File: config.mk
export PLATFORM = sky130hd
export DESIGN_NAME = uart_tx
export DESIGN_NICKNAME = d
export VERILOG_FILES = /design/src/rtl/uart_tx.sv
export SDC_FILE = /design/constraint.sdc
export NUM_CORES = 1
export LEC_CHECK = 0
export BUFFER_PORTS_ARGS = -buffer_cell sky130_fd_sc_hd__buf_4
export CAP_MARGIN = 20
export CORE_UTILIZATION = 49
export DETAILED_ROUTE_END_ITERATION = 10
export PLACE_DENSITY = 0.68
export SLEW_MARGIN = 20
export SYNTH_ARGS = -nofsm -noshare
export SYNTH_HDL_FRONTEND = slang
export SYNTH_SLANG_ARGS = --single-unit
File: constraint.sdc
create_clock -name s_axis -period 1.4 [get_ports s_axis]
set_input_delay 0.42 -clock s_axis [delete_from_list [all_inputs] [get_ports s_axis]]
set_output_delay 0.42 -clock s_axis [all_outputs]
set_load 0.005 [all_outputs]
File: src/rtl/uart_tx.sv
// Serial transmitter, one 10-bit frame per start strobe.
// Busy rises on the cycle after the strobe and falls at the end of the
// stop bit; the line rests high between frames.

`timescale 1ns/100ps

module uart_tx #(
    parameter int CLKS_PER_BIT = 16
) (
    input  logic       s_axis,
    input  logic       rst_n_i,
    input  logic       tx_start_i,
    input  logic [7:0] tx_byte_i,
    output logic       tx_busy_o,
    output logic       uart_tx_o
);

localparam int CNT_W = $clog2(CLKS_PER_BIT + 1);

logic [CNT_W-1:0] clk_cnt;
logic [3:0]       bit_cnt;      // 0 is the start bit, 9 the stop bit
logic [8:0]       shift_q;      // Data bits then the stop bit
logic             busy_q;
logic             line_q;
logic             bit_end;
logic             load;

assign bit_end   = busy_q && (clk_cnt == CNT_W'(CLKS_PER_BIT - 1));
assign load      = !busy_q && tx_start_i;
assign tx_busy_o = busy_q;
assign uart_tx_o = line_q;

always_ff @(posedge s_axis or negedge rst_n_i) begin
    if (!rst_n_i) begin
        busy_q  <= 1'b0;
        line_q  <= 1'b1;
        clk_cnt <= '0;
        bit_cnt <= '0;
    end else if (load) begin
        busy_q  <= 1'b1;
        line_q  <= 1'b0;        // Start bit
        clk_cnt <= '0;
        bit_cnt <= '0;
    end else if (bit_end) begin
        clk_cnt <= '0;
        if (bit_cnt == 4'd9) begin
            busy_q <= 1'b0;
        end else begin
            line_q  <= shift_q[0];
            bit_cnt <= bit_cnt + 4'd1;
        end
    end else if (busy_q) begin
        clk_cnt <= clk_cnt + 1'b1;
    end
end

always_ff @(posedge s_axis) begin
    if (load) begin
        shift_q <= {1'b1, tx_byte_i};
    end else if (bit_end) begin
        shift_q <= {1'b1, shift_q[8:1]};
    end
end

endmodule

==> impl_results.html, run 1 <==
<table>
<tr><th>Metric</th><th>Value</th></tr>
<tr><th colspan="2">Run status</th></tr>
<tr><td>Outcome</td><td>finished, violations left</td></tr>
<tr><td>Violated checks</td><td>negative setup slack</td></tr>
<tr><th colspan="2">Pwr</th></tr>
<tr><td>Proportion of power drawn by flip-flops and latches</td><td>45.4%</td></tr>
<tr><td>Power Density</td><td>1448 mW/mm²</td></tr>
<tr><td>Net Sw Power</td><td>630.8 µW</td></tr>
<tr><td>Static leakage</td><td>0.5798 nW</td></tr>
<tr><td>Total Power Consumption</td><td>1.935 mW</td></tr>
<tr><td>Internal power of the cells</td><td>1.304 mW</td></tr>
<tr><td>Clk network pwr share</td><td>14.9%</td></tr>
<tr><td>Highest ir drop seen on vdd</td><td>0.0008995 V</td></tr>
<tr><td>Switching share of power</td><td>32.61%</td></tr>
<tr><td>Combinational share of power</td><td>39.6%</td></tr>
<tr><th colspan="2">Worst setup path</th></tr>
<tr><td>Type of origin of the critical path</td><td>flip-flop</td></tr>
<tr><td>Cell class contributing the biggest share of worst-path delay</td><td>flip-flops</td></tr>
<tr><td>Cell-by-cell trace of the critical path</td><td>buf_8 &gt; buf_6</td></tr>
<tr><td>Required arrival time at the worst endpoint</td><td>980 ps</td></tr>
<tr><td>CP endpoint kind</td><td>output port</td></tr>
<tr><td>Arrival time of data at the critical path endpoint</td><td>1000 ps</td></tr>
<tr><td>Worst r2r dst</td><td>bit_cnt[3]</td></tr>
<tr><td>Source of the worst register-to-register timing path</td><td>clk_cnt[1]</td></tr>
<tr><td>Critical path start-end classification</td><td>flip-flop to output port</td></tr>
<tr><td>Number of cell instances on the worst register-to-register path</td><td>5</td></tr>
<tr><td>Flop-to-flop setup slack</td><td>10 ps</td></tr>
<tr><td>Worst path buffer plus inverter count</td><td>2</td></tr>
<tr><td>Library cell contributing the largest single delay on the critical path</td><td>sky130_fd_sc_hd__dfrtp_2</td></tr>
<tr><td>Critical Path Max Stage Delay</td><td>450 ps</td></tr>
<tr><td>Worst Path Max Fanout</td><td>2</td></tr>
<tr><th colspan="2">Global routing</th></tr>
<tr><td>Overflow after GRT</td><td>0</td></tr>
<tr><td>Number of antenna violations at the first check in global routing</td><td>0</td></tr>
<tr><td>Via count of the first global-routing pass</td><td>710</td></tr>
<tr><td>Pin count of the biggest net entering global routing</td><td>16</td></tr>
<tr><td>First-pass GRT wire length</td><td>3222 µm</td></tr>
<tr><td>Overall track demand over capacity in global routing</td><td>22.23%</td></tr>
<tr><th colspan="2">Synthesis</th></tr>
<tr><td>Count of flip-flops with a built-in enable after synthesis</td><td>8</td></tr>
<tr><td>Total nets after synthesis</td><td>94</td></tr>
<tr><td>Number of warnings reported in the yosys synthesis log</td><td>0</td></tr>
<tr><td>#FFs+latches synth</td><td>19</td></tr>
<tr><td>Top area cells in the synthesized netlist</td><td>sky130_fd_sc_hd__dfrtp_1 26%, sky130_fd_sc_hd__edfxtp_1 25%, sky130_fd_sc_hd__mux2_2 8.3%</td></tr>
<tr><td>Cell area after synthesis</td><td>954.7 µm²</td></tr>
<tr><td>Gate Count Post-Synth</td><td>80</td></tr>
<tr><td>Library cell with the largest summed area after synthesis</td><td>sky130_fd_sc_hd__dfrtp_1</td></tr>
<tr><td>Prevailing post-synth register cell</td><td>sky130_fd_sc_hd__dfrtp_1</td></tr>
<tr><td>Count of cell types in the netlist</td><td>32</td></tr>
<tr><td>Share of synthesized registers carrying an async set or reset</td><td>57.89%</td></tr>
<tr><td>Fraction of post-synthesis cell area in the top cell type by area</td><td>26.21%</td></tr>
<tr><td>Average cell area after synthesis</td><td>11.93 µm²</td></tr>
<tr><td>Sequential fraction of the synthesis area</td><td>54.13%</td></tr>
<tr><th colspan="2">Timing</th></tr>
<tr><td>Headroom to the max-slew limit</td><td>81.84%</td></tr>
<tr><td>Actual slew at the worst max-slew pin</td><td>270.1 ps</td></tr>
<tr><td>Final setup slack of the worst path</td><td>-16.44 ps</td></tr>
<tr><td>FMAX</td><td>706.0 MHz</td></tr>
<tr><td>Min Tclk post-route</td><td>1416 ps</td></tr>
<tr><td>Unrepaired setup endpoints after global routing</td><td>true</td></tr>
<tr><td>Post-route clock skew</td><td>3.067 ps</td></tr>
<tr><td>Post-route worst hold slack</td><td>364.9 ps</td></tr>
<tr><td>Ratio of final minimum period to clock period</td><td>101.2%</td></tr>
<tr><td>Total count of max-transition violations in the final report</td><td>0</td></tr>
<tr><td>Number of hold violations in the final report</td><td>0</td></tr>
<tr><td>Final setup vio count</td><td>2</td></tr>
<tr><th colspan="2">Floorplanning</th></tr>
<tr><td>Rows</td><td>15</td></tr>
<tr><td>Die ar.</td><td>0.002129 mm²</td></tr>
<tr><td>X dimension of the die</td><td>46.14 µm</td></tr>
<tr><td>Starting utilization of the core area</td><td>53.54%</td></tr>
<tr><td>Die height</td><td>46.14 µm</td></tr>
<tr><td>Placeable core area</td><td>0.001783 mm²</td></tr>
<tr><td>Ports placed on the boundary</td><td>13</td></tr>
<tr><th colspan="2">Placed design</th></tr>
<tr><td>I/O Buffers</td><td>12</td></tr>
<tr><td>Dpl ws</td><td>-38.41 ps</td></tr>
<tr><td>Cell Area, Placed</td><td>0.001166 mm²</td></tr>
<tr><td>Total half-perimeter wirelength after legalization and detailed placement</td><td>1313 µm</td></tr>
<tr><td>Last weighted congestion value of the routability-driven placer</td><td>0.7977</td></tr>
<tr><th colspan="2">Run</th></tr>
<tr><td># Max-Cap Violations</td><td>0</td></tr>
<tr><th colspan="2">Clocking</th></tr>
<tr><td>Clk sink count</td><td>19</td></tr>
<tr><td>TritonCTS clock tree</td><td>yes</td></tr>
<tr><td>Deepest clock path buffer count</td><td>2</td></tr>
<tr><td>Level count of the clock H-tree</td><td>1</td></tr>
<tr><td>CTS root buf</td><td>sky130_fd_sc_hd__clkbuf_4</td></tr>
<tr><td>Number of clock buffers inserted by TritonCTS</td><td>3</td></tr>
<tr><td>Clock slew seen by the registers of the worst setup and hold paths</td><td>110 ps</td></tr>
<tr><td>Worst-skew pair later-pin latency</td><td>310 ps</td></tr>
<tr><th colspan="2">Route</th></tr>
<tr><td>Drt initial violations</td><td>26</td></tr>
<tr><td>Vias</td><td>761</td></tr>
<tr><td>Wire length per cell after detailed routing</td><td>15.07 µm</td></tr>
<tr><td>DR pass1 iterations</td><td>4</td></tr>
<tr><td>Post-route ant nets</td><td>0</td></tr>
<tr><td>Number of vias per cell after detailed routing</td><td>5.475</td></tr>
<tr><td>DRC violations left</td><td>0</td></tr>
<tr><td>WL final</td><td>2095 µm</td></tr>
<tr><th colspan="2">Finish</th></tr>
<tr><td>Count of antenna diodes in the layout</td><td>0</td></tr>
<tr><td>Most common library cell in the layout ignoring fill and taps</td><td>sky130_fd_sc_hd__buf_4</td></tr>
<tr><td>Final nets</td><td>129</td></tr>
<tr><td>Most frequent cells in the layout</td><td>27 x sky130_fd_sc_hd__buf_4, 11 x sky130_fd_sc_hd__nand2_1, 9 x sky130_fd_sc_hd__dfrtp_1</td></tr>
<tr><td>Share of layout cells above drive strength 1</td><td>50.00%</td></tr>
<tr><td>Final standard cell area without fillers</td><td>0.001336 mm²</td></tr>
<tr><td>Layout overhead on the synthesized area</td><td>39.97%</td></tr>
<tr><td>Number of filler cells placed in the layout</td><td>123</td></tr>
<tr><th colspan="2">Worst hold path</th></tr>
<tr><td>WHS Endpoint</td><td>shift_q[7]</td></tr>
<tr><td>Startpoint of the lowest-slack hold path</td><td>tx_byte_i[7]</td></tr>
<tr><td>Hold/Removal Path Class</td><td>input pin to flip-flop</td></tr>
<tr><td>WHS Path Cells</td><td>2</td></tr>
</table>
logic make-up (layout without fill, tap and decap cells):
logic type / Yosys count / count (layout) / synth area share, %
flops: 19 / 19 / 54.13
buf+inv: 5 / 39 / 3.015
mux: 7 / 7 / 8.257
simple gates: 31 / 31 / 18.22
compound gates: 13 / 13 / 10.62
fa+ha+maj: 3 / 3 / 3.932
xor+xnor: 2 / 2 / 1.835
final cells by class:
class | count | area [µm²] | area share (%)
Inverter | 2 | 7.507 | 0.5618
Clock inverter | 1 | 5.005 | 0.3745
Sequential cell | 19 | 518.0 | 38.76
Multi-Input combinational cell | 56 | 470.5 | 35.21
Timing Repair Buffer | 33 | 281.5 | 21.07
Tap cell | 25 | 31.28 | 2.341
Clock buffer | 3 | 22.52 | 1.685
state kept, by name (all words and copies together) (netlist names):
register,cells
uart_tx_o,1
clk_cnt,5
tx_busy_o,1
bit_cnt,4
shift_q,8
worst max-delay path by stage:
stage	from	endpoint	slack [ps]	cells after the start
final	tx_busy_o	tx_busy_o	-20	2
after global routing	clk_cnt[1]	bit_cnt[3]	-30	5
after CTS	tx_busy_o	shift_q[3]	-20	3
after detailed placement	tx_start_i	shift_q[3]	-40	4
after global placement	tx_start_i	shift_q[1]	-4	4
after floorplan	clk_cnt[0]	shift_q[0]	20	4
repair_timing:
item	in CTS	in global routing
hold endpoints to repair	10	0
hold buffers	1	0
gates resized for setup	5	13
buffers inserted	4	3
gates cloned	0	0
endpoints found under the setup margin	11	19
pin swaps	0	4
per-layer routing:
| layer | GRT usage, % | up-vias | routed length (µm) |
|---|---|---|---|
| met5 | 0 | - | 0 |
| li1 | - | 368 | - |
| met3 | 7.059 | 8 | 94 |
| met4 | 5.882 | 0 | 42 |
| met1 | 29.46 | 361 | 943 |
| met2 | 34.93 | 24 | 1014 |
power groups by stage:
| stage | clock, mW | combinational [mW] | sequential [mW] |
|---|---|---|---|
| 6_report | 0.289 | 0.767 | 0.879 |
| 5_1_grt | 0.308 | 0.853 | 0.900 |
| 4_1_cts | 0.292 | 0.722 | 0.864 |
| 3_5_place_dp | 0 | 0.682 | 0.881 |
| 3_3_place_gp | 0 | 0.655 | 0.869 |
| 2_1_floorplan | 0 | 0.388 | 0.890 |
metrics by stage:
stage,instances,utilization (%),setup TNS (ps)
after floorplan,80,-,0
after global routing,139,74.95,-232.7
final,139,74.95,-17.03
after detailed placement,127,65.40,-205.9
after global placement,127,65.40,-22.82
after CTS,136,69.96,-51.81
worst register-to-register path: cells and delay by family, from the launching register on:
| family | cells | cell delay (ps) |
|---|---|---|
| flip-flops | 1 | 400 |
| adder cells (fa/ha/maj) | 1 | 200 |
| buffers and inverters | 1 | 160 |
| AND/OR/NAND/NOR | 2 | 320 |
| AO/OA/AOI/OAI | 1 | 200 |
Yosys cell counts, types with 2 or more instances:
cell	n
sky130_fd_sc_hd__nand4_1	3
sky130_fd_sc_hd__ha_1	3
sky130_fd_sc_hd__a21o_2	2
sky130_fd_sc_hd__mux2_2	7
sky130_fd_sc_hd__nand4b_1	2
sky130_fd_sc_hd__o211ai_1	2
sky130_fd_sc_hd__o21ai_0	2
sky130_fd_sc_hd__xor2_1	2
sky130_fd_sc_hd__and3b_1	2
sky130_fd_sc_hd__nor2_2	2
sky130_fd_sc_hd__nor2b_1	2
sky130_fd_sc_hd__inv_1	2
sky130_fd_sc_hd__edfxtp_1	8
sky130_fd_sc_hd__dfrtp_1	10
sky130_fd_sc_hd__buf_2	2
sky130_fd_sc_hd__nand2_1	11
sky130_fd_sc_hd__nand3_1	3
Note: power is estimated with default switching activity, not from simulation.
==> inputs of run 2 (changes only) <==
--- a/config.mk
+++ b/config.mk
@@ -7,7 +7,10 @@
 export LEC_CHECK = 0
 export BUFFER_PORTS_ARGS = -buffer_cell sky130_fd_sc_hd__buf_4
 export CAP_MARGIN = 20
-export CORE_UTILIZATION = 49
+export CELL_PAD_IN_SITES_DETAIL_PLACEMENT = 2
+export CELL_PAD_IN_SITES_GLOBAL_PLACEMENT = 2
+export CORE_ASPECT_RATIO = 2
+export CORE_UTILIZATION = 33
 export DETAILED_ROUTE_END_ITERATION = 10
 export PLACE_DENSITY = 0.68
 export SLEW_MARGIN = 20
==> impl_results.html, run 2 (same netlist as run 1, synthesis figures left out) <==
<table>
<tr><th>Metric</th><th>Value</th></tr>
<tr><th colspan="2">Run status</th></tr>
<tr><td>Outcome</td><td>complete, no violations</td></tr>
<tr><th colspan="2">Route</th></tr>
<tr><td>WL final</td><td>2587 µm</td></tr>
<tr><td>DR pass1 iterations</td><td>2</td></tr>
<tr><td>Post-route ant nets</td><td>0</td></tr>
<tr><td>Drt initial violations</td><td>8</td></tr>
<tr><td>Wire length per cell after detailed routing</td><td>18.35 µm</td></tr>
<tr><td>Vias</td><td>780</td></tr>
<tr><td>Number of vias per cell after detailed routing</td><td>5.532</td></tr>
<tr><td>DRC violations left</td><td>0</td></tr>
<tr><th colspan="2">Placed design</th></tr>
<tr><td>Cell count after placement</td><td>130</td></tr>
<tr><td>Total half-perimeter wirelength after legalization and detailed placement</td><td>1794 µm</td></tr>
<tr><td>Dpl ws</td><td>-49.10 ps</td></tr>
<tr><td>I/O Buffers</td><td>12</td></tr>
<tr><td>Last weighted congestion value of the routability-driven placer</td><td>0.7330</td></tr>
<tr><th colspan="2">Floorplanning</th></tr>
<tr><td>Rows</td><td>27</td></tr>
<tr><td>Placeable core area</td><td>0.002736 mm²</td></tr>
<tr><td>X dimension of the die</td><td>40.03 µm</td></tr>
<tr><td>Die ar.</td><td>0.003125 mm²</td></tr>
<tr><td>Die height</td><td>78.07 µm</td></tr>
<tr><td>Ports placed on the boundary</td><td>13</td></tr>
<tr><td>Starting utilization of the core area</td><td>34.89%</td></tr>
<tr><th colspan="2">Timing</th></tr>
<tr><td>Final setup slack of the worst path</td><td>6.347 ps</td></tr>
<tr><td>Min Tclk post-route</td><td>1394 ps</td></tr>
<tr><td>Headroom to the max-slew limit</td><td>81.94%</td></tr>
<tr><td>FMAX</td><td>717.5 MHz</td></tr>
<tr><td>Number of hold violations in the final report</td><td>0</td></tr>
<tr><td>Post-route clock skew</td><td>2.939 ps</td></tr>
<tr><td>Unrepaired setup endpoints after global routing</td><td>true</td></tr>
<tr><td>Actual slew at the worst max-slew pin</td><td>268.6 ps</td></tr>
<tr><td>Final setup vio count</td><td>0</td></tr>
<tr><td>Ratio of final minimum period to clock period</td><td>99.55%</td></tr>
<tr><td>Total count of max-transition violations in the final report</td><td>0</td></tr>
<tr><th colspan="2">Global routing</th></tr>
<tr><td>First-pass GRT wire length</td><td>4091 µm</td></tr>
<tr><td>Overflow after GRT</td><td>0</td></tr>
<tr><td>Pin count of the biggest net entering global routing</td><td>16</td></tr>
<tr><td>Overall track demand over capacity in global routing</td><td>19.19%</td></tr>
<tr><td>Number of antenna violations at the first check in global routing</td><td>0</td></tr>
<tr><td>Via count of the first global-routing pass</td><td>885</td></tr>
<tr><th colspan="2">Finish</th></tr>
<tr><td>Number of flip-flops under the largest register name</td><td>8</td></tr>
<tr><td>Most common library cell in the layout ignoring fill and taps</td><td>sky130_fd_sc_hd__buf_4</td></tr>
<tr><td>Most frequent cells in the layout</td><td>26 x sky130_fd_sc_hd__buf_4, 11 x sky130_fd_sc_hd__nand2_1, 9 x sky130_fd_sc_hd__dfrtp_1</td></tr>
<tr><td>Count of antenna diodes in the layout</td><td>0</td></tr>
<tr><td>Share of layout cells above drive strength 1</td><td>50.89%</td></tr>
<tr><td>Number of cells in the finished layout apart from fillers</td><td>141</td></tr>
<tr><td>Most flop-heavy register</td><td>shift_q</td></tr>
<tr><td>Biggest registers after layout</td><td>shift_q x8, clk_cnt x5, bit_cnt x4</td></tr>
<tr><td>Final nets</td><td>127</td></tr>
<tr><td>Layout overhead on the synthesized area</td><td>38.79%</td></tr>
<tr><th colspan="2">Pwr</th></tr>
<tr><td>Combinational share of power</td><td>37.1%</td></tr>
<tr><td>Clk network pwr share</td><td>20.0%</td></tr>
<tr><td>Net Sw Power</td><td>687.8 µW</td></tr>
<tr><td>Switching share of power</td><td>33.33%</td></tr>
<tr><td>Highest ir drop seen on vdd</td><td>0.0008363 V</td></tr>
<tr><td>Static leakage</td><td>0.5434 nW</td></tr>
<tr><td>Power Density</td><td>1557 mW/mm²</td></tr>
<tr><td>Total Power Consumption</td><td>2.063 mW</td></tr>
<tr><td>Proportion of power drawn by flip-flops and latches</td><td>42.9%</td></tr>
<tr><td>Internal power of the cells</td><td>1.376 mW</td></tr>
<tr><th colspan="2">Clocking</th></tr>
<tr><td>TritonCTS clock tree</td><td>yes</td></tr>
<tr><td>Number of clock buffers inserted by TritonCTS</td><td>3</td></tr>
<tr><td>Clock slew seen by the registers of the worst setup and hold paths</td><td>80 ps</td></tr>
<tr><td>CTS root buf</td><td>sky130_fd_sc_hd__clkbuf_8</td></tr>
<tr><td>Level count of the clock H-tree</td><td>1</td></tr>
<tr><td>Clk sink count</td><td>19</td></tr>
<tr><td>Deepest clock path buffer count</td><td>2</td></tr>
<tr><td>Worst-skew pair later-pin latency</td><td>270 ps</td></tr>
<tr><th colspan="2">Worst setup path</th></tr>
<tr><td>Type of origin of the critical path</td><td>flip-flop</td></tr>
<tr><td>Critical path start-end classification</td><td>flip-flop to flip-flop</td></tr>
<tr><td>Cell class contributing the biggest share of worst-path delay</td><td>flip-flops</td></tr>
<tr><td>Critical Path Max Stage Delay</td><td>370 ps</td></tr>
<tr><td>Library cell contributing the largest single delay on the critical path</td><td>sky130_fd_sc_hd__dfrtp_1</td></tr>
<tr><td>CP endpoint kind</td><td>flip-flop</td></tr>
<tr><td>Arrival time of data at the critical path endpoint</td><td>1370 ps</td></tr>
<tr><td>Worst Path Max Fanout</td><td>8</td></tr>
<tr><td>Worst path buffer plus inverter count</td><td>0</td></tr>
<tr><td>Required arrival time at the worst endpoint</td><td>1380 ps</td></tr>
<tr><td>Cell-by-cell trace of the critical path</td><td>ha_2 &gt; and4b_2 &gt; a21o_4</td></tr>
<tr><th colspan="2">Run</th></tr>
<tr><td># Max-Cap Violations</td><td>0</td></tr>
<tr><th colspan="2">Worst hold path</th></tr>
<tr><td>Hold/Removal Path Class</td><td>input pin to flip-flop</td></tr>
</table>
==> run 2: repair_timing <==
action                                  CTS  global route
pin swaps                                 0             5
hold buffers                              1             0
endpoints found under the hold margin    10             0
buffers inserted                          3             2
cloned                                    0             1
resized for setup                         5             7
endpoints found under the setup margin   11            18
==> run 2: layout make-up <==
cell class,count,area [µm²]
fillers,286,1411
flip-flops and latches,19,518.0
multi-input cells,57,462.9
repair buffers,30,251.5
clock buffers,3,41.29
well taps,29,36.28
clock inverters,1,7.507
inverters,2,7.507
==> run 2: worst paths after layout <==
kind                                    to  cells after the start  slack, ps         start
worst max-delay path            shift_q[7]                      3          6    clk_cnt[1]
worst min register to register   uart_tx_o                      2        530     uart_tx_o
max in group asynchronous        uart_tx_o                      2        640       rst_n_i
worst max register to register  shift_q[7]                      3          6    clk_cnt[1]
worst min-delay path            shift_q[7]                      2        410  tx_byte_i[7]
min in group asynchronous       clk_cnt[3]                      2        530       rst_n_i
==> run 2: power by group through the flow <==
stage | clock (mW) | sequential [mW] | combinational (mW)
after floorplan | 0 | 0.890 | 0.388
after global placement | 0 | 0.883 | 0.670
after detailed placement | 0 | 0.894 | 0.704
after CTS | 0.420 | 0.886 | 0.755
after global routing | 0.448 | 0.912 | 0.838
final | 0.412 | 0.885 | 0.766
==> run 2: stage by stage <==
step	hold WS (ps)	TNS (ps)	util, %	area (µm²)
floorplan	124.4	0	-	968.4
finish	410.9	0	48.42	1325
detailed placement	272.0	-608.3	42.98	1176
global route	412.2	-474.3	48.42	1325
CTS	414.2	0	46.59	1275
global placement	266.7	-243.8	42.98	1176
==> run 2: routing by layer <==
layer | wire length, µm | GRT usage (%) | share of wire (%) | up-vias
met5 | 0 | 0 | 0 | -
met4 | 47 | 9.310 | 1.8 | 0
met3 | 42 | 2.542 | 1.6 | 4
met2 | 1610 | 34.84 | 62 | 12
met1 | 887 | 19.00 | 34 | 402
li1 | - | - | - | 362
